### src/rtl/issuePkg.sv
package issuePkg;

    // ----------------------------------------------------------------------
    // widths
    // ----------------------------------------------------------------------
    typedef logic [31:0] instWord_t;
    typedef logic [4:0]  regNum_t;
    typedef logic [5:0]  opField_t;   // opcode and funct fields
    typedef logic [1:0]  slotMask_t;  // bit i set: may go in slot i

    typedef enum logic [1:0] {
        ISSUE_NONE   = 2'd0,
        ISSUE_SINGLE = 2'd1,
        ISSUE_DUAL   = 2'd2
    } issueMode_t;

    localparam slotMask_t SLOT_ZERO = 2'b01;
    localparam slotMask_t SLOT_ONE  = 2'b10;
    localparam slotMask_t SLOT_BOTH = 2'b11;

    // ----------------------------------------------------------------------
    // opcode subset
    // ----------------------------------------------------------------------
    localparam opField_t OP_SPECIAL     = 6'd0;
    localparam opField_t OP_REGIMM      = 6'd1;
    localparam opField_t OP_J           = 6'd2;
    localparam opField_t OP_JAL         = 6'd3;
    localparam opField_t OP_BEQ         = 6'd4;
    localparam opField_t OP_BNE         = 6'd5;
    localparam opField_t OP_ALUI_FIRST  = 6'd8;   // addi .. lui
    localparam opField_t OP_ALUI_LAST   = 6'd15;
    localparam opField_t OP_LUI         = 6'd15;
    localparam opField_t OP_LOAD_FIRST  = 6'd32;
    localparam opField_t OP_LOAD_LAST   = 6'd37;
    localparam opField_t OP_STORE_FIRST = 6'd40;
    localparam opField_t OP_STORE_LAST  = 6'd43;

    localparam opField_t FN_JR           = 6'd8;
    localparam opField_t FN_MULDIV_FIRST = 6'd24;  // mult, multu, div, divu
    localparam opField_t FN_MULDIV_LAST  = 6'd27;

    localparam regNum_t LINK_REG = 5'd31;

    localparam int WINDOW_DEPTH_DEF = 4;

endpackage

### src/rtl/issueIfs.sv
`timescale 1ns/1ps

// two oldest window entries and the pop request coming back
interface windowIf;
    import issuePkg::*;

    instWord_t [1:0] headInst;
    logic      [1:0] headValid;  // bit 1 only with bit 0
    logic      [1:0] popCount;   // 0, 1 or 2

    modport window (output headInst, output headValid, input popCount);
    modport arbiter (input headInst, input headValid, output popCount);
endinterface

// decode result of one slot
interface slotInfoIf;
    import issuePkg::*;

    regNum_t   rsNum;
    regNum_t   rtNum;
    logic      needRs;
    logic      needRt;
    regNum_t   writeNum;  // zero means no write
    slotMask_t slotMask;

    modport decoder (
        output rsNum, output rtNum, output needRs, output needRt,
        output writeNum, output slotMask
    );
    modport arbiter (
        input rsNum, input rtNum, input needRs, input needRt,
        input writeNum, input slotMask
    );
endinterface

### src/rtl/instWindow.sv
`timescale 1ns/1ps

module instWindow #(
    parameter int WindowDepth = issuePkg::WINDOW_DEPTH_DEF
) (
    input  logic                clk_i,
    input  logic                arstN_i,
    input  logic                inValid_i,
    output logic                inReady_o,
    input  issuePkg::instWord_t inInst_i,
    windowIf.window             win
);
    import issuePkg::*;

    localparam int PtrW = $clog2(WindowDepth);
    localparam int CntW = PtrW + 1;

    instWord_t       mem [WindowDepth];
    logic [PtrW-1:0] rdPtr_q;
    logic [PtrW-1:0] wrPtr_q;
    logic [CntW-1:0] count_q;
    logic            holdSingle_q;
    logic            full;
    logic            push;

    assign full      = count_q == CntW'(WindowDepth);
    assign inReady_o = !full || (win.popCount != 2'd0);  // full slot freed by a pop
    assign push      = inValid_i && inReady_o;

    // ----------------------------------------------------------------------
    // head view
    // ----------------------------------------------------------------------
    assign win.headInst[0]  = mem[rdPtr_q];
    assign win.headInst[1]  = mem[rdPtr_q + PtrW'(1)];
    assign win.headValid[0] = count_q != '0;
    // a single issue that is waiting keeps its pair, even when a second word lands
    assign win.headValid[1] = (count_q > CntW'(1)) && !holdSingle_q;

    always_ff @(posedge clk_i) begin
        if (push) begin
            mem[wrPtr_q] <= inInst_i;
        end
    end

    always_ff @(posedge clk_i or negedge arstN_i) begin
        if (!arstN_i) begin
            rdPtr_q      <= '0;
            wrPtr_q      <= '0;
            count_q      <= '0;
            holdSingle_q <= 1'b0;
        end else begin
            if (push) begin
                wrPtr_q <= wrPtr_q + PtrW'(1);
            end
            rdPtr_q      <= rdPtr_q + PtrW'(win.popCount);
            count_q      <= count_q + CntW'(push) - CntW'(win.popCount);
            holdSingle_q <= win.headValid[0] && !win.headValid[1] && (win.popCount == 2'd0);
        end
    end

    // ----------------------------------------------------------------------
    // checks
    // ----------------------------------------------------------------------
    // occupancy never runs past the depth
    countWithinDepth : assert property (@(posedge clk_i) disable iff (!arstN_i)
        count_q <= CntW'(WindowDepth));

    // arbiter side must not pop what is not there
    popWithinCount : assert property (@(posedge clk_i) disable iff (!arstN_i)
        CntW'(win.popCount) <= count_q);

endmodule

### src/rtl/slotDecoder.sv
`timescale 1ns/1ps

module slotDecoder (
    input  issuePkg::instWord_t inst_i,
    slotInfoIf.decoder          info
);
    import issuePkg::*;

    opField_t  opcode;
    opField_t  funct;
    regNum_t   rs;
    regNum_t   rt;
    regNum_t   rd;
    logic      needRs;
    logic      needRt;
    logic      isMulDiv;
    regNum_t   writeReg;
    slotMask_t mask;

    assign opcode   = inst_i[31:26];
    assign rs       = inst_i[25:21];
    assign rt       = inst_i[20:16];
    assign rd       = inst_i[15:11];
    assign funct    = inst_i[5:0];
    assign isMulDiv = funct inside {[FN_MULDIV_FIRST:FN_MULDIV_LAST]};

    always_comb begin
        needRs   = 1'b0;
        needRt   = 1'b0;
        writeReg = '0;
        mask     = SLOT_ZERO;  // unknown opcodes stay in slot 0
        case (opcode) inside
            OP_SPECIAL: begin
                needRs = 1'b1;
                needRt = funct != FN_JR;
                if (funct != FN_JR && !isMulDiv) begin
                    writeReg = rd;
                    mask     = SLOT_BOTH;
                end
            end
            OP_REGIMM:  needRs = 1'b1;
            OP_J:       mask = SLOT_ZERO;
            OP_JAL:     writeReg = LINK_REG;
            OP_BEQ, OP_BNE: begin
                needRs = 1'b1;
                needRt = 1'b1;
            end
            [OP_ALUI_FIRST:OP_ALUI_LAST]: begin
                needRs   = opcode != OP_LUI;  // lui has no source
                writeReg = rt;
                mask     = SLOT_BOTH;
            end
            [OP_LOAD_FIRST:OP_LOAD_LAST]: begin
                needRs   = 1'b1;
                writeReg = rt;
                mask     = SLOT_ONE;
            end
            [OP_STORE_FIRST:OP_STORE_LAST]: begin
                needRs = 1'b1;
                needRt = 1'b1;
                mask   = SLOT_ONE;
            end
            default: mask = SLOT_ZERO;
        endcase
    end

    // unused sources read as r0, a write to r0 already reads as none
    assign info.rsNum    = needRs ? rs : '0;
    assign info.rtNum    = needRt ? rt : '0;
    assign info.needRs   = needRs;
    assign info.needRt   = needRt;
    assign info.writeNum = writeReg;
    assign info.slotMask = mask;

endmodule

### src/rtl/issueArbiter.sv
`timescale 1ns/1ps

module issueArbiter (
    windowIf.arbiter                  win,
    slotInfoIf.arbiter                slot [2],
    output logic                      issueValid_o,
    input  logic                      issueReady_i,
    output issuePkg::issueMode_t      issueMode_o,
    output issuePkg::instWord_t [1:0] laneInst_o,
    output issuePkg::regNum_t   [1:0] laneRs_o,
    output issuePkg::regNum_t   [1:0] laneRt_o,
    output logic [1:0][1:0]           laneNeedRead_o,  // per lane {needRt, needRs}
    output issuePkg::regNum_t   [1:0] laneWrite_o
);
    import issuePkg::*;

    logic slotFit;
    logic rawHazard;
    logic dualPick;
    logic taken;

    // ----------------------------------------------------------------------
    // hazard checks
    // ----------------------------------------------------------------------
    assign slotFit = slot[0].slotMask[0] && slot[1].slotMask[1];

    // second instruction reads what the first one writes
    assign rawHazard = (slot[0].writeNum != '0) &&
                       ((slot[1].needRs && slot[1].rsNum == slot[0].writeNum) ||
                        (slot[1].needRt && slot[1].rtNum == slot[0].writeNum));

    always_comb begin
        issueValid_o = win.headValid[0];
        if (!win.headValid[0]) begin
            issueMode_o = ISSUE_NONE;
        end else if (win.headValid[1] && slotFit && !rawHazard) begin
            issueMode_o = ISSUE_DUAL;
        end else begin
            issueMode_o = ISSUE_SINGLE;
        end
        // second head never valid without the first
        assert (win.headValid[0] || !win.headValid[1]);
    end

    assign dualPick     = issueMode_o == ISSUE_DUAL;
    assign taken        = issueValid_o && issueReady_i;
    assign win.popCount = taken ? (dualPick ? 2'd2 : 2'd1) : 2'd0;

    // ----------------------------------------------------------------------
    // lane steering
    // ----------------------------------------------------------------------
    // lane 1 mirrors lane 0 on single issue
    assign laneInst_o[0]     = win.headInst[0];
    assign laneRs_o[0]       = slot[0].rsNum;
    assign laneRt_o[0]       = slot[0].rtNum;
    assign laneNeedRead_o[0] = {slot[0].needRt, slot[0].needRs};
    assign laneWrite_o[0]    = slot[0].writeNum;

    assign laneInst_o[1]     = dualPick ? win.headInst[1] : win.headInst[0];
    assign laneRs_o[1]       = dualPick ? slot[1].rsNum : slot[0].rsNum;
    assign laneRt_o[1]       = dualPick ? slot[1].rtNum : slot[0].rtNum;
    assign laneNeedRead_o[1] = dualPick ? {slot[1].needRt, slot[1].needRs}
                                        : {slot[0].needRt, slot[0].needRs};
    assign laneWrite_o[1]    = dualPick ? slot[1].writeNum : slot[0].writeNum;

endmodule

### src/rtl/dualIssueTop.sv
`timescale 1ns/1ps

module dualIssueTop #(
    parameter int WindowDepth = issuePkg::WINDOW_DEPTH_DEF
) (
    input  logic                      clk_i,
    input  logic                      arstN_i,
    input  logic                      inValid_i,
    output logic                      inReady_o,
    input  issuePkg::instWord_t       inInst_i,
    output logic                      issueValid_o,
    input  logic                      issueReady_i,
    output issuePkg::issueMode_t      issueMode_o,
    output issuePkg::instWord_t [1:0] laneInst_o,
    output issuePkg::regNum_t   [1:0] laneRs_o,
    output issuePkg::regNum_t   [1:0] laneRt_o,
    output logic [1:0][1:0]           laneNeedRead_o,
    output issuePkg::regNum_t   [1:0] laneWrite_o
);

    windowIf   winBus ();
    slotInfoIf slotBus [2] ();

    instWindow #(
        .WindowDepth(WindowDepth)
    ) uWindow (
        .clk_i    (clk_i),
        .arstN_i  (arstN_i),
        .inValid_i(inValid_i),
        .inReady_o(inReady_o),
        .inInst_i (inInst_i),
        .win      (winBus)
    );

    // one decoder per head entry
    generate
        for (genvar g = 0; g < 2; g++) begin : gSlot
            slotDecoder uDecoder (
                .inst_i(winBus.headInst[g]),
                .info  (slotBus[g])
            );
        end
    endgenerate

    issueArbiter uArbiter (
        .win           (winBus),
        .slot          (slotBus),
        .issueValid_o  (issueValid_o),
        .issueReady_i  (issueReady_i),
        .issueMode_o   (issueMode_o),
        .laneInst_o    (laneInst_o),
        .laneRs_o      (laneRs_o),
        .laneRt_o      (laneRt_o),
        .laneNeedRead_o(laneNeedRead_o),
        .laneWrite_o   (laneWrite_o)
    );

endmodule

### config.mk
export PLATFORM = sky130hd
export DESIGN_NAME = dualIssueTop
export DESIGN_NICKNAME = d
export VERILOG_FILES = /design/src/rtl/issuePkg.sv /design/src/rtl/issueIfs.sv /design/src/rtl/instWindow.sv /design/src/rtl/slotDecoder.sv /design/src/rtl/issueArbiter.sv /design/src/rtl/dualIssueTop.sv
export SDC_FILE = /design/constraint.sdc
export NUM_CORES = 1
export LEC_CHECK = 0
export BUFFER_PORTS_ARGS = -buffer_cell sky130_fd_sc_hd__buf_2
export CAP_MARGIN = 20
export CORE_MARGIN = 2
export CORE_UTILIZATION = 55
export DETAILED_ROUTE_END_ITERATION = 10
export HOLD_SLACK_MARGIN = 0.12
export PLACE_DENSITY_LB_ADDON = 0.1
export SLEW_MARGIN = 15
export SYNTH_ARGS = -nofsm -noshare
export SYNTH_HDL_FRONTEND = slang
export SYNTH_SLANG_ARGS = --single-unit
### constraint.sdc
create_clock -name clk_i -period 6.5 [get_ports clk_i]
set_input_delay 0.975 -clock clk_i [delete_from_list [all_inputs] [get_ports clk_i]]
set_output_delay 0.975 -clock clk_i [all_outputs]
set_load 0.01 [all_outputs]
==> results of run 1 <==
[state kept, by name, summed over array words and instances (netlist names)]
signal	count
uWindow.wrPtr_q	2
uWindow.count_q	3
uWindow.rdPtr_q	2
uWindow.holdSingle_q	1
uWindow.mem	128
[timing repair]
action	in CTS	in global routing
setup buffers	0	2
setup endpoints to repair	0	17
resized for setup	0	0
[cells by family after synthesis]
family,Yosys count,synth area share
AO/OA/AOI/OAI,181,0.168
XOR/XNOR,10,0.0111
adder cells (fa/ha/maj),9,0.0152
buffers and inverters,69,0.0460
flip-flops,136,0.512
multiplexers,86,0.141
AND/OR/NAND/NOR,179,0.107
[power breakdown]
part | internal, uW | total, uW | leakage, uW | switching [uW]
Combinational | 1380 | 3600 | 0.00214 | 2220
Clock | 753 | 1110 | 0.000319 | 357
Sequential | 1170 | 1300 | 0.00127 | 131
Total | 3300 | 6010 | 0.00372 | 2710
[path summary, 6_finish.rpt]
path / from / to / slack (ns) / cells past startpoint
worst max-delay path: uWindow.rdPtr_q[1] / laneInst_o[37] / 0.26 / 14
worst min-delay path: arstN_i / uWindow.rdPtr_q[0] / 0.38 / 1
worst max register to register: uWindow.rdPtr_q[1] / uWindow.count_q[2] / 0.90 / 17
worst min register to register: uWindow.count_q[2] / uWindow.count_q[2] / 0.52 / 1
max in group asynchronous: arstN_i / uWindow.rdPtr_q[1] / 5.92 / 1
min in group clk_i: uWindow.count_q[2] / uWindow.count_q[2] / 0.52 / 1
[per-layer routing]
metal	up-vias	global-route usage
met4	0	0.107
met5	-	0
met2	213	0.431
met1	2931	0.359
li1	2813	-
met3	35	0.0508
[placed cells by master (no fill, tap or decap), types with 17 or more instances in the layout]
cell type / netlist / routed
mux2i_1: 43 / 43
clkbuf_16: 0 / 17
mux2_2: 24 / 24
mux4_2: 17 / 17
nand2_1: 88 / 88
o21ai_1: 21 / 21
buf_2: 11 / 137
inv_1: 19 / 19
nor2_1: 46 / 46
edfxtp_1: 128 / 128
o21ai_0: 47 / 47
[metrics by stage]
step | cells | hold WS (ns) | area (um2) | util | worst slack, ns
2_1_floorplan | 670 | 0.475 | 7890 | - | 1.70
3_3_place_gp | 953 | 0.511 | 8640 | 0.620 | 0.705
6_report | 987 | 0.384 | 9340 | 0.671 | 0.261
5_1_grt | 987 | 0.388 | 9340 | 0.671 | 0.0186
4_1_cts | 985 | 0.374 | 9320 | 0.669 | 0.167
3_5_place_dp | 953 | 0.515 | 8640 | 0.620 | 0.647
[layout make-up]
cell class | instances | area share
flip-flops and latches | 136 | 0.434
repair buffers | 152 | 0.0876
well taps | 180 | 0.0241
clock buffers | 18 | 0.0459
clock inverters | 14 | 0.0270
inverters | 22 | 0.00884
multi-input cells | 465 | 0.373
==> run_results.csv, run 1 <==
group,metric,value,unit
die,die_y,124,um
cells_and_area,fill_cells,1069,
die,row_count,43,
sta,tightest_slew,1.09,ns
synth,synthFlopType,"edfxtp_1",
synth,syn_avg_cell_area,11.8,um2
cts,clockBufferDepth,2,
grt,grt-ovfl-total,0,
setup_path,critPathMaxFanout,61,
synth,netlist.area_leader.share,0.487,
synth,syn-cell-area,0.00789,mm2
synth,yosys-top-cells-area,"edfxtp_1, mux2i_1, mux4_2",
sta,slew_violations,0,
sta,slew_headroom,0.274,
cells_and_area,drive_gt1_frac,0.318,
grt,grt_pass1_vias,5616,
routing,wl_met2,9.62,mm
routing,drt_iter0_drc,432,
routing,ant_nets,0,
run_status,status,"finished clean",
die,die-area,0.0153,mm2
synth,synth_cells,670,
synth,yosysTopAreaCell,"edfxtp_1",
setup_path,cp-start-kind,"register",
cts,cts_root_buf,"clkbuf_16",
cells_and_area,nets,839,
sta,finalSetupViolations,0,
cts,cts_made_buffers,17,
sta,tns,0,ns
pwr,p_total,6010,uW
setup_path,cp_slowest_cell,"or4b_2",
setup_path,cp.arrival,5.26,ns
synth,yosys_warnings,0,
sta,finalHoldViolations,0,
run,cap_violations,0,
routing,drt-met1-wl,8.72,mm
routing,top_layer,"met4",
setup_path,required,5.52,ns
sta,period_share,0.960,
cts,insertion_delay,0.42,ns
synth,yosysMostFrequentCell,"edfxtp_1",
synth,synthDistinctLibCells,77,
sta,rsz0062_at_grt,"no",
cts,cts_tree,"yes",
routing,vias,5992,
setup_path,end_kind,"primary output",
routing,vias_per_cell,6.07,
setup_path,cp_slowest_stage_delay,0.65,ns
grt,antenna_found_initial,0,
sta,skew,0.00414,ns
cells_and_area,multi_input_area,0.00348,mm2
routing,wl_per_cell,20.3,um
sta,max_freq,160,MHz
routing,remaining_drc_errors,0,
cells_and_area,diodes,0,
cells_and_area,syn_to_final_growth,18.4,%
grt,globalRouteTotalUtil,0.267,
setup_path,worstSetupPathType,"reg -> out",
synth,async_reset_ff_frac,0.0588,
cts,cts_max_level,4,
routing,routed-wl-met3,1.18,mm
synth,syn_nets,715,
die,core_area,0.0139,mm2
pwr,power_density,643,mW/mm2
setup_path,crit_buf_inv,3,
place,hpwl,13.4,mm
sta,period_needed,6.24,ns
worst_hold_path,hold_class,"in -> async",
routing,wl,20.0,mm
cts,postCtsHoldBufs,0,
die,start_util,0.566,
synth,yosys-top-cells-count,"edfxtp_1, nand2_1, o21ai_0",
pwr,ir_drop,0.000309,V
cts,clk_pin_slew_worst_paths,0.06,ns
pwr,p_leak,0.00372,uW
place,place.gp.congestion,0.941,
routing,dr.pass1.iters,5,
die,io_pins,138,
die,die_x,124,um
synth,synth_edf_count,128,
cts,cts_sinks,136,
cells_and_area,register_area,0.00405,mm2
grt,grt_pass1_wl,30.3,mm
grt,grt_max_degree,62,
setup_path,cp_top_family,"compound AO/OA/AOI/OAI gates",
place,port_buffers,137,
synth,ys_seq_area_frac,0.512,
synth,synth-seq-cells,136,
setup_path,crit_chain,"buf_12 > mux2_2 > or4b_2 > a221oi_1 > o22ai_1 > nand2b_1 > mux2i_1 > nand4_1 > o21ai_4 > a21o_4 > inv_2 > o221ai_1 > a22oi_1 > buf_2",
Note: power is estimated with default switching activity, not from simulation.
==> run 2, diff against run 1 <==
Clock period 6.5 ns to 6.7 ns, I/O delays scaled along.
==> run_results.csv, run 2 (synthesis results as in run 1) <==
group,metric,value,unit
run_status,status,"finished clean",
sta,period_needed,6.39,ns
place,hpwl,13.2,mm
routing,vias,5920,
pwr,p_leak,0.00366,uW
routing,vias_per_cell,6.03,
place,port_buffers,137,
die,core_area,0.0139,mm2
cts,postCtsSetupBuffers,0,
setup_path,worstSetupPathType,"reg -> out",
cts,postCtsHoldBufs,0,
cells_and_area,reg_top3,"uWindow.mem (128), uWindow.count_q (3)",
setup_path,end_kind,"primary output",
worst_hold_path,hold_class,"in -> async",
place,place.gp.congestion,0.896,
routing,drt_iter0_drc,486,
pwr,ir_drop,0.000357,V
routing,wl_per_cell,19.8,um
sta,tightest_slew,1.14,ns
sta,finalSetupViolations,0,
die,die_x,124,um
sta,max_freq,156,MHz
routing,wl,19.4,mm
cts,cts_sinks,136,
cts,cts_root_buf,"clkbuf_16",
grt,antenna_found_initial,0,
cells_and_area,layout_commonest_cell,"buf_2",
cells_and_area,post-route-util,0.661,
run,cap_violations,0,
setup_path,cp.arrival,5.39,ns
grt,globalRouteTotalUtil,0.257,
setup_path,r2r-end,"uWindow.count_q[2]",
routing,ant_nets,0,
setup_path,critPathMaxFanout,44,
cts,clockBufferDepth,2,
sta,finalHoldViolations,0,
setup_path,timing.rr.start,"uWindow.rdPtr_q[1]",
cts,post_cts_resized,0,
cts,insertion_delay,0.42,ns
die,die_y,124,um
sta,slew_headroom,0.242,
cells_and_area,nets,835,
cts,cts_made_buffers,17,
setup_path,cp-start-kind,"register",
routing,dr.pass1.iters,5,
place,place_ws,0.711,ns
sta,rsz0062_at_grt,"no",
die,io_pins,138,
setup_path,worst-r2r-cell-count,17,
cells_and_area,top_register,"uWindow.mem",
sta,skew,0.00604,ns
grt,grt_max_degree,54,
die,die-area,0.0153,mm2
cells_and_area,register_area,0.00405,mm2
setup_path,regToRegSetupSlack,1.12,ns
grt,grt_pass1_vias,5468,
pwr,power_density,611,mW/mm2
routing,remaining_drc_errors,0,
cells_and_area,multi_input_area,0.00349,mm2
setup_path,required,5.69,ns
cts,clk_pin_slew_worst_paths,0.06,ns
cts,cts_tree,"yes",
cells_and_area,syn_to_final_growth,16.6,%
cells_and_area,diodes,0,
sta,slew_violations,0,
cells_and_area,largest_reg_flops,128,
cts,cts_max_level,4,
cells_and_area,drive_gt1_frac,0.318,
sta,worst_slack,0.309,ns
grt,grt-ovfl-total,0,
cells_and_area,final_cell_mix,"buf_2, edfxtp_1, nand2_1",
cells_and_area,fill_cells,1070,
grt,grt_pass1_wl,28.9,mm
sta,period_share,0.954,
die,row_count,43,
sta,tns,0,ns
die,start_util,0.566,
[run 2: worst max-delay path by stage]
stage	start	endpoint	slack, ns	cells past startpoint
final	uWindow.rdPtr_q[1]	laneInst_o[32]	0.31	15
after global routing	uWindow.rdPtr_q[1]	laneInst_o[32]	0.02	16
after detailed placement	uWindow.rdPtr_q[1]	laneInst_o[32]	0.71	14
after global placement	uWindow.rdPtr_q[1]	laneInst_o[32]	0.83	14
after CTS	uWindow.rdPtr_q[1]	laneInst_o[32]	0.24	14
after floorplan	uWindow.rdPtr_q[1]	laneInst_o[33]	1.87	17
[run 2: critical path, stage by stage (launching register included)]
cell and delay, ns:
dfrtp_4 0.83, mux2_4 0.36, a21oi_2 0.26, inv_2 0.11, or4_4 0.56, a211oi_4 0.33, a21oi_2 0.13, o21ai_4 0.15
xnor2_1 0.11, or3_4 0.42, o21ai_4 0.37, a21o_4 0.32, buf_4 0.40, mux2i_1 0.26, a22o_1 0.19, buf_2 0.14
[run 2: through the flow]
stage	instances	instance area, um2	power (uW)	hold slack [ns]
after detailed placement	951	8610	4690	0.509
after floorplan	670	7890	3700	0.475
after global routing	981	9210	5990	0.420
final	981	9210	5630	0.418
after CTS	981	9200	5630	0.410
after global placement	951	8610	4620	0.510
[run 2: routing by layer]
layer | GRT usage | vias up | share of wire
met5 | 0 | - | 0
met4 | 0.0980 | 0 | 0.021
met3 | 0.0582 | 31 | 0.073
met2 | 0.420 | 257 | 0.49
met1 | 0.335 | 2844 | 0.42
li1 | - | 2788 | -
[run 2: power by group]
group	switching, uW	internal (uW)
combinational	2080	1320
clock	347	577
sequential	174	1130
[run 2: final cells by class]
class                      count  area share
clock inverter                13      0.0171
tap                          180      0.0245
timing repair buffer         148      0.0839
inverter                      22     0.00897
sequential                   136       0.440
multi-input combinational    465       0.379
clock buffer                  17      0.0462
==> run 3, diff against run 2 <==
Settings changed: ABC_AREA from default to 1.
==> run_results.csv, run 3 <==
group,metric,value,unit
sta,max_freq,175,MHz
place,place.gp.congestion,0.893,
synth,synth_edf_count,128,
synth,netlist.area_leader.share,0.490,
sta,rsz0062_at_grt,"no",
cells_and_area,register_area,0.00405,mm2
cts,insertion_delay,0.42,ns
synth,synth_top_family_by_area,"simple AND/OR/NAND/NOR gates",
cts,post_cts_resized,0,
cts,cts_tree,"yes",
cells_and_area,largest_reg_flops,128,
setup_path,regToRegSetupSlack,1.41,ns
cts,postCtsSetupBuffers,0,
sta,slew_violations,0,
cells_and_area,fin_area,0.00922,mm2
setup_path,critPathMaxFanout,54,
synth,synth-seq-cells,136,
cells_and_area,syn_to_final_growth,17.4,%
grt,grt_max_degree,70,
synth,syn_avg_cell_area,8.32,um2
sta,slew_headroom,0.493,
routing,wl,21.2,mm
synth,yosysTopAreaCell,"edfxtp_1",
sta,tns,0,ns
setup_path,worstSetupPathType,"reg -> out",
cells_and_area,layout_commonest_cell,"nand2_1",
grt,grt_pass1_wl,32.7,mm
setup_path,end_kind,"primary output",
die,io_pins,138,
cells_and_area,multi_input_area,0.00312,mm2
setup_path,cp-start-kind,"register",
synth,yosys-top-cells-area,"edfxtp_1, nand2_1, inv_1",
cells_and_area,reg_top3,"uWindow.mem (128), uWindow.count_q (3)",
synth,synthDistinctLibCells,40,
cells_and_area,drive_gt1_frac,0.196,
cts,postCtsHoldBufs,0,
synth,ys_seq_area_frac,0.515,
synth,syn_nets,988,
setup_path,required,5.69,ns
sta,tightest_slew,0.761,ns
cts,clk_pin_slew_worst_paths,0.06,ns
grt,grt_pass1_vias,6240,
sta,skew,0.00432,ns
run,cap_violations,0,
grt,globalRouteTotalUtil,0.289,
grt,grt-ovfl-total,0,
routing,vias,6932,
die,die_x,123,um
cells_and_area,fill_cells,1192,
synth,synth.area.mux_share,0.0158,
synth,yosys-top-cells-count,"nand2_1, edfxtp_1, inv_1",
cells_and_area,post-route-util,0.661,
cells_and_area,nets,1111,
routing,ant_nets,0,
sta,finalHoldViolations,0,
synth,syn-cell-area,0.00785,mm2
place,port_buffers,137,
synth,async_reset_ff_frac,0.0588,
synth,synth-compound-area-share,0.125,
setup_path,cp.arrival,4.70,ns
cells_and_area,final_cell_mix,"nand2_1, buf_2, edfxtp_1",
synth,synthFlopType,"edfxtp_1",
die,die_y,123,um
synth,yosysMostFrequentCell,"nand2_1",
synth,yosys.area_share.simple,0.232,
synth,yosys_warnings,0,
synth,synth_xor_area_frac,0.00558,
synth,synthAdderAreaFrac,0.0153,
place,hpwl,14.4,mm
sta,period_needed,5.70,ns
cells_and_area,diodes,0,
place,detailed_place.area,0.00864,mm2
sta,hold_slack,0.423,ns
cts,cts_max_level,4,
die,core_area,0.0139,mm2
die,row_count,43,
cts,cts_root_buf,"clkbuf_16",
synth,synth_cells,943,
grt,antenna_found_initial,0,
die,die-area,0.0152,mm2
routing,wl_per_cell,16.9,um
cts,cts_made_buffers,17,
cts,clockBufferDepth,2,
sta,period_share,0.851,
routing,dr.pass1.iters,5,
run_status,status,"finished clean",
die,start_util,0.563,
sta,finalSetupViolations,0,
cts,cts_sinks,136,
routing,drt_iter0_drc,673,
routing,vias_per_cell,5.51,
worst_hold_path,hold_class,"in -> async",
routing,remaining_drc_errors,0,
cells_and_area,top_register,"uWindow.mem",
==> run 3: cell types whose count changed in the layout (fill, tap and decap cells not counted), moves of 21 or more <==
cell	change
nand3_1	+39
mux2_2	-21
nor2_1	+36
nand2_1	+217
mux2i_1	-34
inv_1	+92
==> run 3: worst paths after layout <==
check / start / endpoint / cells after the start
worst min-delay path: arstN_i / uWindow.wrPtr_q[1] / 1
worst min register to register: uWindow.count_q[2] / uWindow.count_q[2] / 2
worst max register to register: uWindow.rdPtr_q[0] / uWindow.count_q[2] / 30
min in group clk_i: uWindow.count_q[2] / uWindow.count_q[2] / 2
worst max-delay path: uWindow.rdPtr_q[0] / laneWrite_o[9] / 25
max in group asynchronous: arstN_i / uWindow.rdPtr_q[0] / 1
==> run 3: through the flow <==
stage	setup slack, ns	std cells
2_1_floorplan	2.95	943
3_3_place_gp	1.58	1225
3_5_place_dp	1.51	1227
4_1_cts	1.04	1259
5_1_grt	0.580	1259
6_report	0.997	1259
==> run 3: cells by family after synthesis <==
| kind of cell | count (synthesis) |
|---|---|
| xor gates and xnor gates | 5 |
| buffers and inverters | 161 |
| DFF | 136 |
| and+or+nand+nor | 456 |
| AOI/OAI and AO/OA | 164 |
| muxes | 12 |
| adders and majority gates | 9 |
==> run 3: layout make-up <==
cell class                      count  area share
Inverter                          115      0.0471
Sequential cell                   136       0.439
Tap cell                          180      0.0244
Clock inverter                     15      0.0164
Clock buffer                       17      0.0462
Multi-Input combinational cell    646       0.339
Timing Repair Buffer              150      0.0885
==> run 3: worst max-delay path: stages, from the launching register on <==
cell     delay, ns
dfrtp_2       0.40
buf_4         0.23
inv_2         0.41
buf_4         0.42
nand2_1       0.10
nand2_1       0.08
nand2_1       0.05
o21ai_1       0.22
nor2_2        0.11
nand2_1       0.12
nand2_1       0.06
nor2_1        0.10
nor2_1        0.08
nand2_2       0.16
nand2_1       0.07
nand2_1       0.06
nand2_1       0.04
nor2_1        0.11
nand3_1       0.08
nand2_1       0.07
nand2_2       0.08
nand2_4       0.46
buf_4         0.40
nand2_1       0.08
o21ai_1       0.10
buf_2         0.16
==> run 3: metal layers <==
metal / vias to the layer above / GRT usage / wire [um] / share of wire
met2: 336 / 0.462 / 9930 / 0.47
met3: 34 / 0.0512 / 1760 / 0.083
met1: 3183 / 0.394 / 9120 / 0.43
met5: - / 0 / 0 / 0
met4: 0 / 0.111 / 444 / 0.021
li1: 3379 / - / - / -
Power of run 3 is left out: the tool's default activity adds up to more than one toggle a clock period on the data nets, which glitch-free logic cannot reach.
